[src/hdl/riscv_fd_pkg.sv]
package riscv_fd_pkg;

  localparam int XLEN = 64;                     // integer register and address width.
  localparam int ILEN = 32;                     // width of an expanded instruction.

  typedef logic [XLEN-1:0] xlen_t;              // pc and bus address.
  typedef logic [ILEN-1:0] inst_t;              // full 32-bit instruction word.
  typedef logic [15:0]     cinst_t;             // compressed instruction halfword.

  localparam xlen_t RESET_PC = 64'h0;           // first fetch address after reset.

  // RV base opcodes that the RVC expander can produce.
  localparam logic [6:0] OP_IMM = 7'b0010011;
  localparam logic [6:0] LUI    = 7'b0110111;
  localparam logic [6:0] JAL    = 7'b1101111;
  localparam logic [6:0] LOAD   = 7'b0000011;
  localparam logic [6:0] STORE  = 7'b0100011;
  localparam logic [6:0] OP     = 7'b0110011;
  localparam logic [6:0] BRANCH = 7'b1100011;

  // Quadrant codes held in the low two bits of a compressed instruction.
  localparam logic [1:0] C_Q0 = 2'b00;
  localparam logic [1:0] C_Q1 = 2'b01;
  localparam logic [1:0] C_Q2 = 2'b10;

endpackage

[src/hdl/riscv_fd_pcgen.sv]
`timescale 1ns/100ps

module riscv_fd_pcgen (
  input  logic                 i_riscv_fd_clk,
  input  logic                 i_riscv_fd_rst,
  input  logic                 i_riscv_fd_take,
  input  logic                 i_riscv_fd_is_c,
  input  logic                 i_riscv_fd_redirect,
  input  riscv_fd_pkg::xlen_t  i_riscv_fd_redirect_pc,
  output riscv_fd_pkg::xlen_t  o_riscv_fd_pc_f,
  output riscv_fd_pkg::xlen_t  o_riscv_fd_pcnext_f
);

  // the sequential successor depends on the length of the instruction at pc.
  always_comb
  begin
    if (i_riscv_fd_is_c)
    begin
      o_riscv_fd_pcnext_f = o_riscv_fd_pc_f + 64'd2;   // compressed, one halfword.
    end
    else
    begin
      o_riscv_fd_pcnext_f = o_riscv_fd_pc_f + 64'd4;   // full word.
    end
  end

  // A redirect from a later stage wins over the sequential advance.
  always_ff @(posedge i_riscv_fd_clk or posedge i_riscv_fd_rst)
  begin
    if (i_riscv_fd_rst)
    begin
      o_riscv_fd_pc_f <= riscv_fd_pkg::RESET_PC;
    end
    else if (i_riscv_fd_redirect)
    begin
      o_riscv_fd_pc_f <= i_riscv_fd_redirect_pc;       // branch or trap target.
    end
    else if (i_riscv_fd_take)
    begin
      o_riscv_fd_pc_f <= o_riscv_fd_pcnext_f;          // item accepted by decode.
    end
  end

endmodule

[src/hdl/riscv_fd_wb_fetch.sv]
`timescale 1ns/100ps

module riscv_fd_wb_fetch (
  input  logic                 i_riscv_fd_clk,
  input  logic                 i_riscv_fd_rst,
  input  riscv_fd_pkg::xlen_t  i_riscv_fd_pc_f,
  input  logic                 i_riscv_fd_take,
  input  logic                 i_riscv_fd_redirect,
  input  riscv_fd_pkg::inst_t  i_riscv_fd_wb_dat,
  input  logic                 i_riscv_fd_wb_ack,
  output logic                 o_riscv_fd_wb_cyc,
  output logic                 o_riscv_fd_wb_stb,
  output logic                 o_riscv_fd_wb_we,
  output riscv_fd_pkg::xlen_t  o_riscv_fd_wb_adr,
  output logic                 o_riscv_fd_valid_f,
  output riscv_fd_pkg::inst_t  o_riscv_fd_raw_f,
  output logic                 o_riscv_fd_is_c_f
);

  typedef enum logic [1:0] {ST_IDLE, ST_RD_LO, ST_RD_HI, ST_HOLD} state_t;

  state_t              state;
  logic                stale;          // read in flight belongs to a dropped pc.
  logic                buf_valid;
  riscv_fd_pkg::xlen_t buf_tag;        // word address of the buffered halfword.
  logic [15:0]         buf_hi;         // upper halfword of the last word read.
  riscv_fd_pkg::xlen_t word_adr;
  logic                buf_hit;
  logic                dat_is_c;
  logic                reading;

  assign word_adr = {i_riscv_fd_pc_f[63:2], 2'b00};
  assign buf_hit  = buf_valid && (buf_tag == word_adr);
  assign dat_is_c = (i_riscv_fd_wb_dat[1:0] != 2'b11);  // low half of an aligned word.
  assign reading  = (state == ST_RD_LO) || (state == ST_RD_HI);

  assign o_riscv_fd_wb_cyc  = reading;
  assign o_riscv_fd_wb_stb  = reading;     // single classic cycles, stb follows cyc.
  assign o_riscv_fd_wb_we   = 1'b0;        // read only master.
  assign o_riscv_fd_valid_f = (state == ST_HOLD);

  always_ff @(posedge i_riscv_fd_clk or posedge i_riscv_fd_rst)
  begin
    if (i_riscv_fd_rst)
    begin
      state             <= ST_IDLE;
      stale             <= 1'b0;
      buf_valid         <= 1'b0;
      buf_tag           <= '0;
      buf_hi            <= '0;
      o_riscv_fd_wb_adr <= '0;
      o_riscv_fd_raw_f  <= '0;
      o_riscv_fd_is_c_f <= 1'b0;
    end
    else
    begin
      case (state)
        ST_IDLE:
        begin
          if (!i_riscv_fd_redirect)              // the new pc is not visible yet.
          begin
            if (i_riscv_fd_pc_f[1] && buf_hit)
            begin
              if (buf_hi[1:0] != 2'b11)
              begin
                o_riscv_fd_raw_f  <= {16'b0, buf_hi};   // served without a bus read.
                o_riscv_fd_is_c_f <= 1'b1;
                state             <= ST_HOLD;
              end
              else
              begin
                o_riscv_fd_wb_adr <= word_adr + 64'd4;  // upper half of a straddler.
                state             <= ST_RD_HI;
              end
            end
            else
            begin
              o_riscv_fd_wb_adr <= word_adr;
              state             <= ST_RD_LO;
            end
          end
        end
        ST_RD_LO:
        begin
          if (i_riscv_fd_wb_ack)
          begin
            if (stale || i_riscv_fd_redirect)
            begin
              state <= ST_IDLE;                  // data of a dropped pc.
            end
            else
            begin
              buf_tag   <= o_riscv_fd_wb_adr;
              buf_hi    <= i_riscv_fd_wb_dat[31:16];
              buf_valid <= 1'b1;
              if (i_riscv_fd_pc_f[1])
              begin
                state <= ST_IDLE;                // idle then serves it from the buffer.
              end
              else
              begin
                o_riscv_fd_raw_f  <= dat_is_c ? {16'b0, i_riscv_fd_wb_dat[15:0]}
                                              : i_riscv_fd_wb_dat;
                o_riscv_fd_is_c_f <= dat_is_c;
                state             <= ST_HOLD;
              end
            end
          end
        end
        ST_RD_HI:
        begin
          if (i_riscv_fd_wb_ack)
          begin
            if (stale || i_riscv_fd_redirect)
            begin
              state <= ST_IDLE;
            end
            else
            begin
              o_riscv_fd_raw_f  <= {i_riscv_fd_wb_dat[15:0], buf_hi};
              o_riscv_fd_is_c_f <= 1'b0;
              buf_tag           <= o_riscv_fd_wb_adr;
              buf_hi            <= i_riscv_fd_wb_dat[31:16];
              buf_valid         <= 1'b1;
              state             <= ST_HOLD;
            end
          end
        end
        default:
        begin
          if (i_riscv_fd_take || i_riscv_fd_redirect)
          begin
            state <= ST_IDLE;
          end
        end
      endcase

      if (i_riscv_fd_wb_ack)
      begin
        stale <= 1'b0;
      end
      else if (reading && i_riscv_fd_redirect)
      begin
        stale <= 1'b1;                           // let the bus cycle finish first.
      end

      if (i_riscv_fd_redirect)
      begin
        buf_valid <= 1'b0;
      end
    end
  end

endmodule

[src/hdl/riscv_fd_cdecomp.sv]
`timescale 1ns/100ps

module riscv_fd_cdecomp (
  input  riscv_fd_pkg::inst_t i_riscv_fd_raw_f,
  input  logic                i_riscv_fd_is_c_f,
  output riscv_fd_pkg::inst_t o_riscv_fd_inst_f
);

  riscv_fd_pkg::cinst_t c;
  logic [4:0]           rdp;           // rd' or rs2' from bits 4:2.
  logic [4:0]           rs1p;          // rs1' from bits 9:7.
  logic [9:0]           uimm_spn;
  logic [6:0]           uimm_w;
  logic [7:0]           uimm_d;
  logic [11:0]          imm6_sx;       // sign extended 6-bit immediate.
  logic [11:0]          j_off;
  logic [8:0]           b_off;
  logic [2:0]           b_f3;

  assign c        = i_riscv_fd_raw_f[15:0];
  assign rdp      = {2'b01, c[4:2]};
  assign rs1p     = {2'b01, c[9:7]};
  assign uimm_spn = {c[10:7], c[12:11], c[5], c[6], 2'b00};
  assign uimm_w   = {c[5], c[12:10], c[6], 2'b00};
  assign uimm_d   = {c[6:5], c[12:10], 3'b000};
  assign imm6_sx  = {{6{c[12]}}, c[12], c[6:2]};
  assign j_off    = {c[12], c[8], c[10:9], c[6], c[7], c[2], c[11], c[5:3], 1'b0};
  assign b_off    = {c[12], c[6:5], c[2], c[11:10], c[4:3], 1'b0};
  assign b_f3     = c[13] ? 3'b001 : 3'b000;   // bnez maps to bne, beqz to beq.

  always_comb
  begin
    o_riscv_fd_inst_f = '0;                      // unsupported codes stay illegal.
    if (!i_riscv_fd_is_c_f)
    begin
      o_riscv_fd_inst_f = i_riscv_fd_raw_f;
    end
    else
    begin
      case (c[1:0])
        riscv_fd_pkg::C_Q0:
        begin
          case (c[15:13])
            3'b000:                              // c.addi4spn.
            begin
              if (uimm_spn != 10'b0)
              begin
                o_riscv_fd_inst_f = {2'b00, uimm_spn, 5'd2, 3'b000, rdp,
                                     riscv_fd_pkg::OP_IMM};
              end
            end
            3'b010: o_riscv_fd_inst_f = {5'b0, uimm_w, rs1p, 3'b010, rdp,
                                         riscv_fd_pkg::LOAD};
            3'b011: o_riscv_fd_inst_f = {4'b0, uimm_d, rs1p, 3'b011, rdp,
                                         riscv_fd_pkg::LOAD};
            3'b110: o_riscv_fd_inst_f = {5'b0, uimm_w[6:5], rdp, rs1p, 3'b010,
                                         uimm_w[4:0], riscv_fd_pkg::STORE};
            3'b111: o_riscv_fd_inst_f = {4'b0, uimm_d[7:5], rdp, rs1p, 3'b011,
                                         uimm_d[4:0], riscv_fd_pkg::STORE};
            default: o_riscv_fd_inst_f = '0;
          endcase
        end
        riscv_fd_pkg::C_Q1:
        begin
          case (c[15:13])
            3'b000: o_riscv_fd_inst_f = {imm6_sx, c[11:7], 3'b000, c[11:7],
                                         riscv_fd_pkg::OP_IMM};
            3'b010: o_riscv_fd_inst_f = {imm6_sx, 5'd0, 3'b000, c[11:7],
                                         riscv_fd_pkg::OP_IMM};
            3'b011:                              // c.lui, rd of x2 is c.addi16sp.
            begin
              if ((c[11:7] != 5'd2) && ({c[12], c[6:2]} != 6'b0))
              begin
                o_riscv_fd_inst_f = {{14{c[12]}}, c[12], c[6:2], c[11:7],
                                     riscv_fd_pkg::LUI};
              end
            end
            3'b101: o_riscv_fd_inst_f = {c[12], j_off[10:1], c[12], {8{c[12]}}, 5'd0,
                                         riscv_fd_pkg::JAL};
            3'b110,
            3'b111: o_riscv_fd_inst_f = {c[12], {2{c[12]}}, b_off[8:5], 5'd0, rs1p, b_f3,
                                         b_off[4:1], c[12], riscv_fd_pkg::BRANCH};
            default: o_riscv_fd_inst_f = '0;
          endcase
        end
        riscv_fd_pkg::C_Q2:
        begin
          if ((c[15:13] == 3'b100) && (c[6:2] != 5'd0))
          begin
            if (c[12])                           // c.add.
            begin
              o_riscv_fd_inst_f = {7'b0, c[6:2], c[11:7], 3'b000, c[11:7],
                                   riscv_fd_pkg::OP};
            end
            else                                 // c.mv.
            begin
              o_riscv_fd_inst_f = {7'b0, c[6:2], 5'd0, 3'b000, c[11:7],
                                   riscv_fd_pkg::OP};
            end
          end
        end
        default: o_riscv_fd_inst_f = '0;
      endcase
    end
  end

endmodule

[src/hdl/riscv_fd_ppreg.sv]
`timescale 1ns/100ps

module riscv_fd_ppreg (
  input  logic                 i_riscv_fd_clk,
  input  logic                 i_riscv_fd_rst,
  input  logic                 i_riscv_fd_flush,
  input  logic                 i_riscv_fd_en,
  input  logic                 i_riscv_fd_valid_f,
  input  riscv_fd_pkg::xlen_t  i_riscv_fd_pc_f,
  input  riscv_fd_pkg::inst_t  i_riscv_fd_inst_f,
  input  riscv_fd_pkg::xlen_t  i_riscv_fd_pcplus4_f,
  output logic                 o_riscv_fd_valid_d,
  output riscv_fd_pkg::xlen_t  o_riscv_fd_pc_d,
  output riscv_fd_pkg::inst_t  o_riscv_fd_inst_d,
  output riscv_fd_pkg::xlen_t  o_riscv_fd_pcplus4_d,
  output logic [4:0]           o_riscv_fd_rs1_d,
  output logic [11:0]          o_riscv_fd_constimm12_d
);

  always_ff @(posedge i_riscv_fd_clk or posedge i_riscv_fd_rst)
  begin
    if (i_riscv_fd_rst)
    begin
      o_riscv_fd_valid_d      <= 1'b0;
      o_riscv_fd_pc_d         <= '0;
      o_riscv_fd_inst_d       <= '0;
      o_riscv_fd_pcplus4_d    <= '0;
      o_riscv_fd_rs1_d        <= '0;
      o_riscv_fd_constimm12_d <= '0;
    end
    else if (i_riscv_fd_flush)
    begin
      o_riscv_fd_valid_d      <= 1'b0;         // a bubble with all fields cleared.
      o_riscv_fd_pc_d         <= '0;
      o_riscv_fd_inst_d       <= '0;
      o_riscv_fd_pcplus4_d    <= '0;
      o_riscv_fd_rs1_d        <= '0;
      o_riscv_fd_constimm12_d <= '0;
    end
    else if (i_riscv_fd_en)
    begin
      o_riscv_fd_valid_d      <= o_riscv_fd_valid_d;   // decode is stalled.
      o_riscv_fd_pc_d         <= o_riscv_fd_pc_d;
      o_riscv_fd_inst_d       <= o_riscv_fd_inst_d;
      o_riscv_fd_pcplus4_d    <= o_riscv_fd_pcplus4_d;
      o_riscv_fd_rs1_d        <= o_riscv_fd_rs1_d;
      o_riscv_fd_constimm12_d <= o_riscv_fd_constimm12_d;
    end
    else
    begin
      o_riscv_fd_valid_d      <= i_riscv_fd_valid_f;   // low when fetch has nothing.
      o_riscv_fd_pc_d         <= i_riscv_fd_pc_f;
      o_riscv_fd_inst_d       <= i_riscv_fd_inst_f;
      o_riscv_fd_pcplus4_d    <= i_riscv_fd_pcplus4_f;
      o_riscv_fd_rs1_d        <= i_riscv_fd_inst_f[19:15];  // early for the register file.
      o_riscv_fd_constimm12_d <= i_riscv_fd_inst_f[31:20];
    end
  end

endmodule

[src/hdl/riscv_fd_fetch_top.sv]
`timescale 1ns/100ps

module riscv_fd_fetch_top (
  input  logic                 i_riscv_fd_clk,
  input  logic                 i_riscv_fd_rst,
  input  logic                 i_riscv_fd_flush,
  input  logic                 i_riscv_fd_en,
  input  logic                 i_riscv_fd_redirect,
  input  riscv_fd_pkg::xlen_t  i_riscv_fd_redirect_pc,
  output logic                 o_riscv_fd_wb_cyc,
  output logic                 o_riscv_fd_wb_stb,
  output logic                 o_riscv_fd_wb_we,
  output riscv_fd_pkg::xlen_t  o_riscv_fd_wb_adr,
  input  riscv_fd_pkg::inst_t  i_riscv_fd_wb_dat,
  input  logic                 i_riscv_fd_wb_ack,
  output logic                 o_riscv_fd_valid_d,
  output riscv_fd_pkg::xlen_t  o_riscv_fd_pc_d,
  output riscv_fd_pkg::inst_t  o_riscv_fd_inst_d,
  output riscv_fd_pkg::xlen_t  o_riscv_fd_pcplus4_d,
  output logic [4:0]           o_riscv_fd_rs1_d,
  output logic [11:0]          o_riscv_fd_constimm12_d
);

  riscv_fd_pkg::xlen_t pc_f;
  riscv_fd_pkg::xlen_t pcnext_f;
  riscv_fd_pkg::inst_t raw_f;
  riscv_fd_pkg::inst_t inst_f;
  logic                valid_f;
  logic                is_c_f;
  logic                take;

  assign take = valid_f && !i_riscv_fd_en;   // the item moves into the pipeline register.

  riscv_fd_pcgen u_pcgen (
    .i_riscv_fd_clk         (i_riscv_fd_clk),
    .i_riscv_fd_rst         (i_riscv_fd_rst),
    .i_riscv_fd_take        (take),
    .i_riscv_fd_is_c        (is_c_f),
    .i_riscv_fd_redirect    (i_riscv_fd_redirect),
    .i_riscv_fd_redirect_pc (i_riscv_fd_redirect_pc),
    .o_riscv_fd_pc_f        (pc_f),
    .o_riscv_fd_pcnext_f    (pcnext_f)
  );

  riscv_fd_wb_fetch u_wb_fetch (
    .i_riscv_fd_clk      (i_riscv_fd_clk),
    .i_riscv_fd_rst      (i_riscv_fd_rst),
    .i_riscv_fd_pc_f     (pc_f),
    .i_riscv_fd_take     (take),
    .i_riscv_fd_redirect (i_riscv_fd_redirect),
    .i_riscv_fd_wb_dat   (i_riscv_fd_wb_dat),
    .i_riscv_fd_wb_ack   (i_riscv_fd_wb_ack),
    .o_riscv_fd_wb_cyc   (o_riscv_fd_wb_cyc),
    .o_riscv_fd_wb_stb   (o_riscv_fd_wb_stb),
    .o_riscv_fd_wb_we    (o_riscv_fd_wb_we),
    .o_riscv_fd_wb_adr   (o_riscv_fd_wb_adr),
    .o_riscv_fd_valid_f  (valid_f),
    .o_riscv_fd_raw_f    (raw_f),
    .o_riscv_fd_is_c_f   (is_c_f)
  );

  riscv_fd_cdecomp u_cdecomp (
    .i_riscv_fd_raw_f  (raw_f),
    .i_riscv_fd_is_c_f (is_c_f),
    .o_riscv_fd_inst_f (inst_f)
  );

  riscv_fd_ppreg u_ppreg (
    .i_riscv_fd_clk          (i_riscv_fd_clk),
    .i_riscv_fd_rst          (i_riscv_fd_rst),
    .i_riscv_fd_flush        (i_riscv_fd_flush),
    .i_riscv_fd_en           (i_riscv_fd_en),
    .i_riscv_fd_valid_f      (valid_f),
    .i_riscv_fd_pc_f         (pc_f),
    .i_riscv_fd_inst_f       (inst_f),
    .i_riscv_fd_pcplus4_f    (pcnext_f),
    .o_riscv_fd_valid_d      (o_riscv_fd_valid_d),
    .o_riscv_fd_pc_d         (o_riscv_fd_pc_d),
    .o_riscv_fd_inst_d       (o_riscv_fd_inst_d),
    .o_riscv_fd_pcplus4_d    (o_riscv_fd_pcplus4_d),
    .o_riscv_fd_rs1_d        (o_riscv_fd_rs1_d),
    .o_riscv_fd_constimm12_d (o_riscv_fd_constimm12_d)
  );

endmodule

[config.mk]
export PLATFORM = sky130hd
export DESIGN_NAME = riscv_fd_fetch_top
export DESIGN_NICKNAME = d
export VERILOG_FILES = /design/src/hdl/riscv_fd_pkg.sv /design/src/hdl/riscv_fd_pcgen.sv /design/src/hdl/riscv_fd_wb_fetch.sv /design/src/hdl/riscv_fd_cdecomp.sv /design/src/hdl/riscv_fd_ppreg.sv /design/src/hdl/riscv_fd_fetch_top.sv
export SDC_FILE = /design/constraint.sdc
export NUM_CORES = 1
export LEC_CHECK = 0
export BUFFER_PORTS_ARGS = -buffer_cell sky130_fd_sc_hd__buf_4
export CAP_MARGIN = 20
export CORE_ASPECT_RATIO = 1.2
export CORE_MARGIN = 3
export CORE_UTILIZATION = 53
export CTS_CLUSTER_SIZE = 30
export DETAILED_ROUTE_END_ITERATION = 7
export GPL_TIMING_DRIVEN = 1
export HOLD_SLACK_MARGIN = 0.15
export PLACE_DENSITY = 0.72
export SLEW_MARGIN = 40
export SYNTH_ARGS = -nofsm -noshare
export SYNTH_HDL_FRONTEND = slang
export SYNTH_HIERARCHICAL = 1
export SYNTH_SLANG_ARGS = --single-unit
[constraint.sdc]
create_clock -name i_riscv_fd_clk -period 10.9 [get_ports i_riscv_fd_clk]
set_input_delay 2.18 -clock i_riscv_fd_clk [delete_from_list [all_inputs] [get_ports i_riscv_fd_clk]]
set_output_delay 2.18 -clock i_riscv_fd_clk [all_outputs]
set_load 0.01 [all_outputs]
==> results_dict.tcl <==
set metrics [dict create \
    run_status "complete, no violations" \
    multi_input_area_um2 11100 \
    average_footprint_of_a_synthesized_cell_um2 9.66 \
    layout-drive-gt1-share_pct 23.0 \
    grt_first_pass_wirelength_um 119000 \
    ir_worst_vdd_mv 0.149 \
    yosysWarnings 6 \
    total_leakage_power_nw 11.6 \
    num_io_pins 347 \
    netlist_instances 2320 \
    clkPwrFrac_pct 25.0 \
    std_cell_rows 81 \
    buffer_ports.inserted 343 \
    synth_async_sr_flop_share_pct 100 \
    ant_nets 0 \
    drt-total-wl_um 78600 \
    dr_total_vias 19600 \
    crit-reg2reg-capture "u_wb_fetch/o_riscv_fd_wb_adr[29]$_DFFE_PP0P_" \
    avgViaCountPerCell 6.23 \
    final.setup.tns_ns 0 \
    yosys-top-cells-area "sky130_fd_sc_hd__dfrtp_1 (45%), sky130_fd_sc_hd__mux2i_1 (7.4%), sky130_fd_sc_hd__nor2_1 (5.3%)" \
    post-synth-top-area-fraction_pct 44.9 \
    cts.sink_count 402 \
    final-hold-violation-count 0 \
    timing.hold.worst.start "u_wb_fetch/o_riscv_fd_raw_f[23]$_DFFE_PP0P_" \
    clock_path_buffers 3 \
    grt_util_all_layers_pct 34.0 \
    ctsRootBufferMaster "sky130_fd_sc_hd__clkbuf_16" \
    design.die.area_um2 44800 \
    hold_path.class "reg -> reg" \
    finish.instance_area_um2 26400 \
    die_height_um 231 \
    cts.clk_slew.worst_paths_ns 0.06 \
    initial_antenna_violation_count 1 \
    clock_latency_ns 0.56 \
    grt_max_degree 103 \
    slowest_stage "sky130_fd_sc_hd__nor2b_4" \
    grt_pass1_vias 19400 \
    post_cts.resized_instances 0 \
    worst_setup_sp_type "primary input" \
    placement.setup.worst_slack_ns 5.46 \
    critical_path_required_ns 11.37 \
    final_net_count 2682 \
    post_synth_num_cell_types 91 \
    netlist.top_cell.by_area "sky130_fd_sc_hd__dfrtp_1" \
    r2r-start "u_pcgen/o_riscv_fd_pc_f[8]$_DFFE_PP0N_" \
    worstPathCellList "clkbuf_8 -> nor2b_4 -> nand3_1 -> nor2_1 -> nand4_1 -> or4_1 -> a31oi_1" \
    period_minus_slack_ns 4.96 \
    maxSlewHeadroom_pct 37.1 \
    place_area_um2 25000 \
    endpoint_kind "flop" \
    layout_worst_path_cycle_share_pct 45.5 \
    chipWidth_um 194 \
    wire_per_inst_um 25.0 \
    floorplan.initialDensity_pct 54.3 \
    max_slew.worst_pin.slew_ns 0.939 \
    timing.critical_path.buf_inv 1 \
    min_path_cells 2 \
    dr.first_iter.drc_count 2024 \
    capture_endpoint_of_the_worst_hold_path "u_wb_fetch/o_riscv_fd_raw_f[23]$_DFFE_PP0P_" \
    commonest_cells_after_routing_fill_and_taps_aside "sky130_fd_sc_hd__dfrtp_1 (402), sky130_fd_sc_hd__buf_4 (380), sky130_fd_sc_hd__nor2_1 (318)" \
    ys_seq_elements 402 \
    fmaxAchievable_mhz 202 \
    timing.critical_path.fanout_max 60 \
    pwr_density_cell_nw_per_um2 224 \
    setup_viol 0 \
    seq_power_share_pct 39.5 \
    holdWs_ns 0.495 \
    clock_tree_from_tritoncts "done" \
    core_area_um2 41200 \
    final_util_pct 64.1 \
    netSwitchingPower_mw 2.29 \
    p_int_mw 3.63 \
    fillCellCount 3387 \
    pwr-share-comb_pct 35.5 \
    syn-cell-area_um2 22400 \
    worst-path-stages 7 \
    postCtsHoldBufs 0 \
    remaining_drc_errors 0 \
    syn2layout_area_growth_pct 18.0 \
    synth_sequential_area_ratio_pct 44.9 \
    power_switching_share_pct 38.7 \
    critPathArrivalTime_ns 5.43 \
    sequential_cell_area_um2 10100 \
    most_frequent_standard_cell_in_the_layout_excluding_fill_and_tap_cells "sky130_fd_sc_hd__dfrtp_1" \
    cts_setup_buffers 0 \
    cap_violations 0 \
    grt_remaining_overflow 0 \
    timing.critical_path.slowest_cell_delay_ns 0.76 \
    rsz_0062_raised_after_global_routing "false" \
    report.final.slew_viol_count 0 \
    flip_flop_cell_with_the_highest_count_after_synthesis "sky130_fd_sc_hd__dfrtp_1" \
    worst-r2r-setup-slack_ns 6.94 \
    criticalPathCategory "in -> reg" \
    final.setup.worst_slack_ns 5.94 \
    dp_hpwl_um 56600 \
    edff_count_synth 0 \
    cts-buffers-inserted 43 \
    fin_worst_skew_ns 0.0141 \
    depth_of_the_cts_h_tree 2 \
    largest_delay_share_family_worst_path "simple AND/OR/NAND/NOR gates" \
    worst-r2r-cell-count 9 \
    drt_pre_antenna_iters 7 \
    gp_routability_congestion 0.948 \
]
metrics by stage:
step           std cells  power [mW]
2_1_floorplan       2322        3.53
3_5_place_dp        3066        4.42
6_report            3147        5.92
3_3_place_gp        3064        4.36
5_1_grt             3146        6.21
4_1_cts             3145        5.91
final cells by class:
cell class / instances / area share [%]
clock inverters: 20 / 0.681
inverters: 47 / 0.724
well taps: 539 / 2.55
multi-input cells: 1688 / 42.0
flip-flops and latches: 402 / 38.0
clock buffers: 59 / 4.68
repair buffers: 391 / 11.3
diodes: 1 / 0.00946
worst max-delay path by stage:
stage	slack (ns)	end	start
floorplan	3.92	u_wb_fetch/buf_hi[0]$_DFFE_PP0P_	i_riscv_fd_rst
global placement	5.56	u_pcgen/o_riscv_fd_pc_f[59]$_DFFE_PP0N_	i_riscv_fd_en
detailed placement	5.46	u_pcgen/o_riscv_fd_pc_f[59]$_DFFE_PP0N_	i_riscv_fd_en
CTS	5.99	u_pcgen/o_riscv_fd_pc_f[59]$_DFFE_PP0N_	i_riscv_fd_en
global route	5.76	u_pcgen/o_riscv_fd_pc_f[59]$_DFFE_PP0N_	i_riscv_fd_en
finish	5.94	u_pcgen/o_riscv_fd_pc_f[59]$_DFFE_PP0N_	i_riscv_fd_en
flip-flops by register name (all words and copies together) (netlist names), 2 cells and up:
register	count
u_pcgen/o_riscv_fd_pc_f	64
u_ppreg/o_riscv_fd_inst_d	32
u_ppreg/o_riscv_fd_pc_d	64
u_ppreg/o_riscv_fd_pcplus4_d	64
u_wb_fetch/buf_hi	16
u_wb_fetch/buf_tag	62
u_wb_fetch/o_riscv_fd_raw_f	32
u_wb_fetch/o_riscv_fd_wb_adr	62
u_wb_fetch/state	2
tightest hold or removal path, stage by stage, from the launching register on:
cell and delay [ns]:
sky130_fd_sc_hd__dfrtp_1 0.34, sky130_fd_sc_hd__nand2_1 0.05, sky130_fd_sc_hd__o21ai_0 0.06
per-layer routing:
| metal | part of all wire [%] | track usage (%) |
|---|---|---|
| met1 | 37 | 41.5 |
| met2 | 49 | 58.5 |
| met3 | 8.0 | 5.28 |
| met4 | 5.9 | 17.7 |
| met5 | 0 | 0 |
cells by family after synthesis:
group                      count (synthesis)  synth area share [%]
AOI/OAI and AO/OA                        350                  9.88
xor gates and xnor gates                 200                  7.82
adders and majority gates                  7                 0.391
buffers and inverters                    232                  5.73
DFF                                      402                  44.9
muxes                                    243                  11.3
other                                      1                0.0167
and+or+nand+nor                          885                  20.0
synth_stat cells (all sizes together) (9+ instances only):
cell    number
nor2       319
a21oi       94
nand4       69
mux2        77
xnor2      126
dfrtp      402
and3        24
nor2b       15
or4         18
a31oi       25
a22o        21
nor4        44
or3         17
nor3        62
mux2i      166
o31ai        9
clkbuf     104
and4        15
buf         80
xor2        74
and2        14
nand3       77
a22oi       27
o21ai       99
inv         43
nand2      181
o22ai        9
power by group through the flow:
stage	Combinational (mW)	Clock (mW)	Sequential, mW
floorplan	1.28	0	2.25
global placement	2.03	0	2.34
detailed placement	2.07	0	2.35
CTS	2.08	1.50	2.33
global route	2.28	1.56	2.38
finish	2.11	1.48	2.34
(Power assumes the default switching activity.)
